### config.mk
export PLATFORM = sky130hd
export DESIGN_NAME = rs_encoder_top
export DESIGN_NICKNAME = d
export VERILOG_FILES = /design/src/common/rs_pkg.sv /design/src/rs_enc/rs_parity_lfsr.sv /design/src/rtl/rs_encoder_top.sv /design/src/rtl/symbol_deserializer.sv /design/src/rtl/symbol_serializer.sv
export SDC_FILE = /design/constraint.sdc
export NUM_CORES = 1
export LEC_CHECK = 0
export ABC_AREA = 1
export BUFFER_PORTS_ARGS = -buffer_cell sky130_fd_sc_hd__buf_4
export CAP_MARGIN = 0
export CORE_MARGIN = 4
export CORE_UTILIZATION = 50
export CTS_BUF_LIST = sky130_fd_sc_hd__clkbuf_4
export DETAILED_ROUTE_END_ITERATION = 8
export GPL_TIMING_DRIVEN = 0
export PLACE_DENSITY = 0.64
export RECOVER_POWER = 25
export SLEW_MARGIN = 20
export SYNTH_ARGS = -nofsm -noshare
export SYNTH_HDL_FRONTEND = slang
export SYNTH_SLANG_ARGS = --single-unit
### constraint.sdc
create_clock -name clk -period 6.1 [get_ports clk]
set_input_delay 0.305 -clock clk [delete_from_list [all_inputs] [get_ports clk]]
set_output_delay 0.305 -clock clk [all_outputs]
set_load 0.02 [all_outputs]
### src/common/rs_pkg.sv
// Shared constants and GF(2^8) arithmetic for the RS(200,168) encoder
package rs_pkg;

    // Symbol and code geometry
    localparam int sym_w  = 8;                      // Bits per symbol
    localparam int code_n = 200;                    // Codeword length in symbols
    localparam int code_k = 168;                    // Information symbols per frame
    localparam int par_n  = code_n - code_k;        // Parity symbols per frame
    localparam int cnt_w  = $clog2(code_n + 1);     // Symbol counter width

    // Primitive polynomial x^8 + x^4 + x^3 + x^2 + 1
    localparam logic [sym_w:0] gf_poly = 9'h11D;

    // Shift-and-add multiply in GF(2^8)
    function automatic logic [sym_w-1:0] gf_mul(
        input logic [sym_w-1:0] a,
        input logic [sym_w-1:0] b
    );
        logic [sym_w-1:0] prod;
        logic [sym_w-1:0] mcand;
        prod  = '0;
        mcand = a;
        for (int i = 0; i < sym_w; i++) begin
            if (b[i]) begin
                prod = prod ^ mcand;                // Add current multiple of a
            end
            // Multiply by alpha, reduce when bit 7 falls off
            if (mcand[sym_w-1]) begin
                mcand = (mcand << 1) ^ gf_poly[sym_w-1:0];
            end else begin
                mcand = mcand << 1;
            end
        end
        return prod;
    endfunction

    // Generator g(x) = (x + a^0)(x + a^1)...(x + a^31)
    // Built up one root at a time, monic top term dropped on return
    function automatic logic [par_n-1:0][sym_w-1:0] gen_poly_calc();
        logic [par_n:0][sym_w-1:0] g;
        logic [sym_w-1:0]          root;
        g    = '0;
        g[0] = sym_w'(1);                           // Start from g(x) = 1
        root = sym_w'(1);                           // alpha^0
        for (int i = 0; i < par_n; i++) begin
            // Multiply by (x + root), high terms first so g[j-1] is still old
            for (int j = par_n; j > 0; j--) begin
                g[j] = g[j-1] ^ gf_mul(g[j], root);
            end
            g[0] = gf_mul(g[0], root);
            root = gf_mul(root, sym_w'(2));         // Step to next power of alpha
        end
        return g[par_n-1:0];
    endfunction

    // Generator coefficients g0..g31, lowest degree first
    // g32 is 1 and never stored
    localparam logic [par_n-1:0][sym_w-1:0] gen_coef = gen_poly_calc();

endpackage

### src/rs_enc/rs_parity_lfsr.sv
`timescale 1ns/1ps

// Symbol-serial systematic RS(200,168) encoder
// Passes 168 information symbols, then drains 32 parity symbols
module rs_parity_lfsr (
    input  logic                     clk,
    input  logic                     rstn,
    input  logic [rs_pkg::sym_w-1:0] info_sym,
    input  logic                     info_valid,
    output logic                     info_ready,
    output logic [rs_pkg::sym_w-1:0] cw_sym,
    output logic                     cw_valid,
    input  logic                     cw_ready
);
    import rs_pkg::*;

    logic [par_n-1:0][sym_w-1:0] par_q;             // Parity remainder, par_q[31] is top
    logic [par_n-1:0][sym_w-1:0] par_next;          // Remainder after one info symbol
    logic [cnt_w-1:0]            cnt_q;             // Symbols emitted in this frame
    logic [sym_w-1:0]            fb;                // LFSR feedback symbol
    logic                        pass_phase;
    logic                        drain_phase;
    logic                        out_free;
    logic                        info_fire;
    logic                        par_fire;
    logic                        last_sym;

    // Phase from the symbol counter
    assign pass_phase  = (cnt_q < cnt_w'(code_k));
    assign drain_phase = !pass_phase;
    assign last_sym    = (cnt_q == cnt_w'(code_n - 1));

    // Output register can take a new symbol if empty or being read
    assign out_free   = !cw_valid || cw_ready;
    assign info_ready = pass_phase && out_free;     // Low for the whole parity drain
    assign info_fire  = info_valid && info_ready;
    assign par_fire   = drain_phase && out_free;

    assign fb = info_sym ^ par_q[par_n-1];

    // One division step of the info polynomial by g(x)
    always_comb begin
        par_next[0] = gf_mul(fb, gen_coef[0]);
        for (int j = 1; j < par_n; j++) begin
            par_next[j] = par_q[j-1] ^ gf_mul(fb, gen_coef[j]);
        end
    end

    // Remainder, counter and output valid
    always_ff @(posedge clk or negedge rstn) begin
        if (!rstn) begin
            par_q    <= '0;
            cnt_q    <= '0;
            cw_valid <= 1'b0;
        end else begin
            if (info_fire) begin
                par_q <= par_next;                  // Absorb info symbol
            end else if (par_fire) begin
                if (last_sym) begin
                    par_q <= '0;                    // Fresh remainder for next frame
                end else begin
                    par_q <= {par_q[par_n-2:0], sym_w'(0)};  // Shift toward top
                end
            end

            if (info_fire || par_fire) begin
                cnt_q    <= last_sym ? '0 : cnt_q + cnt_w'(1);
                cw_valid <= 1'b1;
            end else if (cw_ready) begin
                cw_valid <= 1'b0;                   // Consumed, nothing new
            end
        end
    end

    // Registered codeword symbol
    // Info passes straight through, parity comes off the top stage
    always_ff @(posedge clk) begin
        if (info_fire) begin
            cw_sym <= info_sym;
        end else if (par_fire) begin
            cw_sym <= par_q[par_n-1];
        end
    end

    // Counter wraps at the end of the codeword
    a_cnt_range: assert property (
        @(posedge clk) disable iff (!rstn)
        cnt_q < cnt_w'(code_n)
    );

    // No information symbol slips in while parity drains
    a_drain_blocks_info: assert property (
        @(posedge clk) disable iff (!rstn)
        drain_phase |-> !info_ready
    );

endmodule

### src/rtl/rs_encoder_top.sv
`timescale 1ns/1ps

// Serial in, serial out RS(200,168) encoder
module rs_encoder_top (
    input  logic clk,
    input  logic rstn,
    input  logic data_in,
    input  logic data_in_valid,
    output logic ready,
    output logic data_out,
    output logic data_out_valid
);
    import rs_pkg::*;

    logic [sym_w-1:0] info_sym;                     // Deserializer to encoder
    logic             info_valid;
    logic             info_ready;
    logic [sym_w-1:0] cw_sym;                       // Encoder to serializer
    logic             cw_valid;
    logic             cw_ready;

    symbol_deserializer u_deser (
        .clk           (clk),
        .rstn          (rstn),
        .data_in       (data_in),
        .data_in_valid (data_in_valid),
        .ready         (ready),
        .info_sym      (info_sym),
        .info_valid    (info_valid),
        .info_ready    (info_ready)
    );

    rs_parity_lfsr u_lfsr (
        .clk        (clk),
        .rstn       (rstn),
        .info_sym   (info_sym),
        .info_valid (info_valid),
        .info_ready (info_ready),
        .cw_sym     (cw_sym),
        .cw_valid   (cw_valid),
        .cw_ready   (cw_ready)
    );

    symbol_serializer u_ser (
        .clk            (clk),
        .rstn           (rstn),
        .cw_sym         (cw_sym),
        .cw_valid       (cw_valid),
        .cw_ready       (cw_ready),
        .data_out       (data_out),
        .data_out_valid (data_out_valid)
    );

endmodule

### src/rtl/symbol_deserializer.sv
`timescale 1ns/1ps

// Serial bit stream to 8-bit symbols, MSB first
module symbol_deserializer (
    input  logic                     clk,
    input  logic                     rstn,
    input  logic                     data_in,
    input  logic                     data_in_valid,
    output logic                     ready,
    output logic [rs_pkg::sym_w-1:0] info_sym,
    output logic                     info_valid,
    input  logic                     info_ready
);
    import rs_pkg::*;

    logic [$clog2(sym_w)-1:0] bit_cnt;              // Bits collected in current symbol
    logic [sym_w-1:0]         shift_q;              // Assembly register, doubles as output
    logic                     bit_fire;
    logic                     sym_done;

    // Stall the serial input only while a full symbol is stuck downstream
    assign ready    = !(info_valid && !info_ready);
    assign bit_fire = data_in_valid && ready;
    assign sym_done = bit_fire && (int'(bit_cnt) == sym_w - 1);
    assign info_sym = shift_q;

    // Control state
    always_ff @(posedge clk or negedge rstn) begin
        if (!rstn) begin
            bit_cnt    <= '0;
            info_valid <= 1'b0;
        end else begin
            if (bit_fire) begin
                bit_cnt <= sym_done ? '0 : bit_cnt + 1'b1;  // Wraps after 8th bit
            end
            if (sym_done) begin
                info_valid <= 1'b1;                 // Symbol ready next cycle
            end else if (info_ready) begin
                info_valid <= 1'b0;                 // Handed off downstream
            end
        end
    end

    // Payload shift, oldest bit ends up in the MSB
    always_ff @(posedge clk) begin
        if (bit_fire) begin
            shift_q <= {shift_q[sym_w-2:0], data_in};
        end
    end

    // Held symbol must not move while waiting for the encoder
    a_sym_stable: assert property (
        @(posedge clk) disable iff (!rstn)
        (info_valid && !info_ready) |=> $stable(info_sym)
    );

endmodule

### src/rtl/symbol_serializer.sv
`timescale 1ns/1ps

// Codeword symbols out as a serial stream, MSB first
module symbol_serializer (
    input  logic                     clk,
    input  logic                     rstn,
    input  logic [rs_pkg::sym_w-1:0] cw_sym,
    input  logic                     cw_valid,
    output logic                     cw_ready,
    output logic                     data_out,
    output logic                     data_out_valid
);
    import rs_pkg::*;

    logic [sym_w-1:0]         shift_q;              // Bits still to send, MSB next
    logic [$clog2(sym_w)-1:0] bit_cnt;              // Position within current symbol
    logic                     last_bit;
    logic                     load;

    assign last_bit = data_out_valid && (int'(bit_cnt) == sym_w - 1);

    // Reload while idle or on the final bit, so symbols run back to back
    assign cw_ready = !data_out_valid || last_bit;
    assign load     = cw_valid && cw_ready;

    assign data_out = shift_q[sym_w-1];

    // Control state
    always_ff @(posedge clk or negedge rstn) begin
        if (!rstn) begin
            bit_cnt        <= '0;
            data_out_valid <= 1'b0;
        end else begin
            if (load) begin
                bit_cnt        <= '0;
                data_out_valid <= 1'b1;
            end else if (data_out_valid) begin
                bit_cnt <= bit_cnt + 1'b1;
                if (last_bit) begin
                    data_out_valid <= 1'b0;         // Ran dry
                end
            end
        end
    end

    // Payload shift
    always_ff @(posedge clk) begin
        if (load) begin
            shift_q <= cw_sym;
        end else if (data_out_valid) begin
            shift_q <= {shift_q[sym_w-2:0], 1'b0};
        end
    end

    // A symbol, once started, goes out without gaps
    a_no_mid_gap: assert property (
        @(posedge clk) disable iff (!rstn)
        (data_out_valid && !last_bit) |=> data_out_valid
    );

endmodule
==> impl_metrics.yaml, run 1 <==
yosys:
  synth_cells: 2245
  async_reset_ff_frac: 0.919
  ys_ff_latch: 297
  synth_cell_types: 46
  ys.flop_type: "dfrtp_1"
  post-synth-top-area-fraction: 0.405
  synth_area_sq_mm: 0.0169
  synth_area_leaders: "dfrtp_1, nand2_1, o21ai_0"
  syn_nets: 2254
  ys_top_cells_by_count: "nand2_1, dfrtp_1, o21ai_0, inv_1, nand3_1"
  synth-edff-count: 24
  ys_seq_area_frac: 0.447
  yosys_warnings: 0
  yosys.area.top_type: "dfrtp_1"
  synthMostInstantiatedCell: "nand2_1"
  syn_avg_cell_area_sq_um: 7.52
clock_network:
  postCtsSetupBuffers: 0
  post_cts_resized: 0
  clk_latency_ns: 0.84
  htree_levels: 3
  cts.sinks: 297
  clockRootBuffer: "clkbuf_4"
  clockBufferDepth: 3
  postCtsHoldBufs: 4
  cts_tree: "yes"
  cts_buffers: 83
  cts.clk_slew.worst_paths_ns: 0.07
run_status:
  status: "finished clean"
critical_path:
  crit_path_end_kind: "flip-flop"
  arrival_ns: 4.40
  critPathMaxFanout: 10
  worstSetupPathType: "flip-flop to flip-flop"
  startpoint_type: "flip-flop"
  required_ns: 6.80
  reg2reg_depth: 10
routing:
  wirelength_mm: 81.9
  routedWlPerCell_microns: 28.7
  ant_nets: 0
  via_per_inst: 6.19
  first_pass_iters: 6
  vias: 17700
  drcViolationCount: 0
  drt_iter0_markers: 2580
worst_hold_path:
  hold_depth: 2
  hold_class: "input port to flip-flop"
floorplan:
  core_sq_mm: 0.0334
  start_util: 0.505
  row_count: 67
  die_w_microns: 192
  die_y_microns: 192
  pin_count: 7
  fp.dieArea_sq_mm: 0.0368
timing:
  rsz0062_at_grt: "no"
  whs_ns: 0.280
  fmax_mhz: 271
  timing.final.crit_period_ns: 3.69
  hold_viol: 0
  finClkSkew_ns: 0.0635
  report.final.slew_viol_count: 0
  finalSetupViolations: 0
  fin_ws_ns: 2.41
  slew-limit-headroom: 0.131
  tns_ns: 0
  tightest_slew_ns: 1.30
  final.period_utilization: 0.606
placed_design:
  place_ws_ns: 2.59
  dp_hpwl_mm: 59.0
  io_buffer_count: 6
  gp_congestion: 1.06
layout:
  nets: 2352
  drive_above_1_share: 0.102
  area_growth_pct: 10.4
  post-route-util: 0.557
global_routing:
  grt_pass1_wl_mm: 115
  gr-total-overflow: 0
  track_usage: 0.447
  grt_pass1_vias: 16400
  grt_max_degree: 97
  antenna_found_initial: 3
run:
  drv_cap: 0
pwr:
  ir_worst_vdd_v: 0.000285
  p_leak_nw: 9.04
  powerDensity_mw_per_mm2: 608
-- critical path, cell delays in order, from the launching register on --
cell	delay, ns
edfxtp_1	0.53
xnor2_2	0.69
buf_4	0.40
nand2_1	0.10
nand2_1	0.37
inv_1	0.19
o21ai_1	0.61
inv_1	0.13
nand2_1	0.09
nand3_1	0.24
o21ai_0	0.22
-- report_power, final --
group	leakage (nW)	internal, mW	switching [mW]
Clock	0.605	0.929	0.931
Sequential	3.59	2.91	0.520
Combinational	4.84	1.56	4.49
Total	9.04	5.39	5.94
-- sequential cells by signal, indices dropped and copies added, names as in the netlist, 3 cells and up --
register          flops
u_lfsr.par_q        256
u_deser.info_sym      8
u_lfsr.cnt_q          8
u_lfsr.cw_sym         8
u_ser.shift_q         8
u_deser.bit_cnt       3
u_ser.bit_cnt         3
-- routing by layer --
metal	GRT usage	vias up	wire, microns
met3	0.150	371	11300
met5	0	-	9
met1	0.574	8279	30200
met4	0.311	2	7310
met2	0.633	1440	33000
li1	-	7567	-
-- through the flow --
stage	instance area (sq um)	power [mW]	instances
after floorplan	16900	6.91	2245
after global placement	17500	9.00	2699
after detailed placement	17600	9.13	2702
after CTS	18600	11.0	2850
after global routing	18600	11.8	2854
final	18600	11.3	2854
-- final cells by class --
class | instances | area [sq um]
diodes | 4 | 10.0
plain buffers | 99 | 478
clock buffers | 118 | 886
clock inverters | 26 | 129
fillers | 3194 | 14800
inverters | 254 | 953
multi-input cells | 1595 | 7920
flip-flops and latches | 297 | 7550
well taps | 448 | 561
repair buffers | 13 | 155
-- worst paths after layout --
check	startpoint	slack (ns)	to
worst max-delay path	u_deser.info_sym[1]$_DFFE_PP_	2.41	u_lfsr.par_q[81]$_DFFE_PN0P_
worst min-delay path	data_in	0.28	u_deser.info_sym[0]$_DFFE_PP_
worst max register to register	u_deser.info_sym[1]$_DFFE_PP_	2.41	u_lfsr.par_q[81]$_DFFE_PN0P_
worst min register to register	u_lfsr.par_q[212]$_DFFE_PN0P_	0.49	u_lfsr.par_q[212]$_DFFE_PN0P_
max in group asynchronous	rstn	4.83	u_lfsr.par_q[121]$_DFFE_PN0P_
min in group asynchronous	rstn	0.41	u_lfsr.par_q[203]$_DFFE_PN0P_
-- cell usage in the layout, fill, tap and decap left out, types with 22 or more instances in the layout --
cell / Yosys / final
nand3_1: 192 / 192
o21ai_0: 252 / 251
a21oi_1: 87 / 87
nand2_2: 22 / 22
dfrtp_1: 273 / 273
nand2_1: 681 / 681
clkbuf_1: 45 / 41
nor2_1: 88 / 88
edfxtp_1: 24 / 24
inv_1: 248 / 248
buf_2: 39 / 41
o22ai_1: 44 / 44
xor2_1: 76 / 76
clkbuf_4: 0 / 118
-- logic make-up after synthesis --
logic type	synth area share
adders and majority gates	0.00371
and+or+nand+nor	0.252
DFF	0.447
AOI/OAI and AO/OA	0.151
muxes	0.00467
xor gates and xnor gates	0.0570
buffers and inverters	0.0843
Power figures use the tool's default switching activity.
==> inputs of run 2 (changes only) <==
- clock period: 6.1 -> 3.45 ns (I/O delays scaled with it)
==> impl_metrics.yaml, run 2 (same netlist as run 1, synthesis figures left out) <==
pwr:
  switchingPower_mw: 10.5
  p_leak_nw: 9.04
  p_sw_frac: 0.524
  internal_power_mw: 9.55
  pwr-share-comb: 0.534
  power_frac_seq: 0.302
  powerDensity_mw_per_mm2: 1080
  clkPwrFrac: 0.164
  ir_worst_vdd_v: 0.000504
critical_path:
  worstSetupPathType: "flip-flop to flip-flop"
  critPathMaxStageDelay_ns: 0.61
  startpoint_type: "flip-flop"
  slowest_stage: "o21ai_1"
  cp_top_family: "simple AND/OR/NAND/NOR gates"
  critPathMaxFanout: 10
  crit_path_end_kind: "flip-flop"
  crit_top_cell: "nand2_1"
  cp_cell_sequence: "inv_1 -> nand2_1 -> nand2_1 -> buf_6 -> nand2_1 -> nand2_2 -> nand2_1 -> nand2_1 -> inv_1 -> o21ai_1 -> inv_1 -> nand2_1 -> nand3_1 -> o21ai_0"
  path_buf_inv: 4
  arrival_ns: 4.25
  required_ns: 4.16
run_status:
  violations: "design-rule violations, max-capacitance violations, max-slew violations, negative setup slack"
  status: "finished, violations left"
floorplan:
  die_y_microns: 192
  die_w_microns: 192
  row_count: 67
  core_sq_mm: 0.0334
  pin_count: 7
  start_util: 0.505
  fp.dieArea_sq_mm: 0.0368
global_routing:
  grt_max_degree: 97
  grt_pass1_vias: 16400
  gr-total-overflow: 0
  antenna_found_initial: 3
  track_usage: 0.447
  grt_pass1_wl_mm: 115
clock_network:
  cts.sinks: 297
  cts.clk_slew.worst_paths_ns: 0.07
  clockRootBuffer: "clkbuf_4"
  clockBufferDepth: 3
  cts_buffers: 83
  clk_latency_ns: 0.85
  cts_tree: "yes"
  htree_levels: 3
timing:
  timing.final.crit_period_ns: 3.54
  finalSetupViolations: 3
  finClkSkew_ns: 0.0790
  slew-limit-headroom: -0.715
  hold_viol: 0
  fmax_mhz: 283
  tightest_slew_ns: 2.57
  tns_ns: -0.128
  rsz0062_at_grt: "no"
  report.final.slew_viol_count: 178
  fin_ws_ns: -0.0898
  final.period_utilization: 1.03
layout:
  layout_commonest_cell: "nand2_1"
  nets: 2353
  largest_register_ff_count: 256
  area_growth_pct: 10.4
  regMostFlops: "u_lfsr.par_q"
  drive_above_1_share: 0.104
  final_cell_mix: "nand2_1, dfrtp_1, o21ai_0, inv_1, nand3_1"
  n_fill_cell: 3189
worst_hold_path:
  hold_class: "input port to flip-flop"
routing:
  drcViolationCount: 3
  routedWlPerCell_microns: 28.7
  drt_iter0_markers: 2551
  vias: 17700
  wirelength_mm: 82.1
  via_per_inst: 6.20
  ant_nets: 0
  first_pass_iters: 9
placed_design:
  dp_hpwl_mm: 59.0
  place_ws_ns: -0.0621
  gp_congestion: 1.06
  io_buffer_count: 6
run:
  drv_cap: 2
-- run 2: cell types whose count changed in the layout (fill, tap and decap cells not counted), sizes merged --
cell / previous run / this run
clkdlybuf4s15: 0 / 1
clkbuf: 165 / 167
buf: 62 / 59
diode: 4 / 5
dlygate4sd3: 3 / 4
-- run 2: worst reg2reg max path: stages, from the launching register on --
cell and delay, ns:
edfxtp_1 0.43, inv_1 0.13, nand2_1 0.06, nand2_1 0.20
buf_6 0.24, nand2_1 0.09, nand2_2 0.31, nand2_1 0.12
nand2_1 0.39, inv_1 0.20, o21ai_1 0.61, inv_1 0.13
nand2_1 0.09, nand3_1 0.25, o21ai_0 0.22
-- run 2: power by group through the flow --
stage                     clock, mW  combinational (mW)  sequential [mW]
after floorplan                   0                6.41             5.80
after global placement            0                9.93             5.99
after detailed placement          0                10.1             6.05
after CTS                      3.29                10.2             6.01
after global routing           3.49                11.3             6.20
final                          3.29                10.7             6.06
-- run 2: final cells by class --
class,instances,area (sq um),share of cell area
inverters,254,953,0.0511
flip-flops and latches,297,7550,0.405
diodes,5,12.5,0.000671
clock inverters,26,129,0.00691
repair buffers,14,120,0.00644
clock buffers,118,886,0.0475
multi-input cells,1595,7950,0.426
plain buffers,99,487,0.0261
well taps,448,561,0.0301
-- run 2: worst paths after layout --
path / slack (ns) / to / depth (start not counted) / startpoint
min: 0.16 / u_deser.info_sym[0]$_DFFE_PP_ / 2 / data_in
min reg2reg: 0.49 / u_lfsr.par_q[212]$_DFFE_PN0P_ / 2 / u_lfsr.par_q[212]$_DFFE_PN0P_
min in group asynchronous: 0.72 / u_lfsr.par_q[95]$_DFFE_PN0P_ / 4 / rstn
max in group asynchronous: 0.40 / u_lfsr.par_q[179]$_DFFE_PN0P_ / 4 / rstn
max reg2reg: -0.09 / u_lfsr.par_q[81]$_DFFE_PN0P_ / 14 / u_deser.info_sym[7]$_DFFE_PP_
max: -0.09 / u_lfsr.par_q[81]$_DFFE_PN0P_ / 14 / u_deser.info_sym[7]$_DFFE_PP_
-- run 2: what timing repair did --
action	in CTS	in global routing
setup endpoints to repair	3	7
pin swaps	0	1
cloned	0	0
endpoints found under the hold margin	203	0
hold buffers	5	0
buffers inserted	0	0
resized for setup	2	6
-- run 2: metrics by stage --
| step | hold slack, ns | instances | cell area [sq um] | util | power [mW] |
|---|---|---|---|---|---|
| finish | 0.156 | 2856 | 18600 | 0.557 | 20.1 |
| global route | 0.179 | 2855 | 18600 | 0.557 | 20.9 |
| CTS | 0.0672 | 2851 | 18700 | 0.558 | 19.5 |
| detailed placement | 0.0334 | 2702 | 17600 | 0.526 | 16.1 |
| global placement | 0.375 | 2699 | 17500 | 0.523 | 15.9 |
| floorplan | -0.123 | 2245 | 16900 | - | 12.2 |
-- run 2: layer usage --
layer | global-route usage | vias up | wire length, microns
li1 | - | 7563 | -
met1 | 0.574 | 8371 | 30100
met2 | 0.633 | 1400 | 33200
met3 | 0.150 | 380 | 11500
met4 | 0.311 | 2 | 7200
met5 | 0 | - | 15
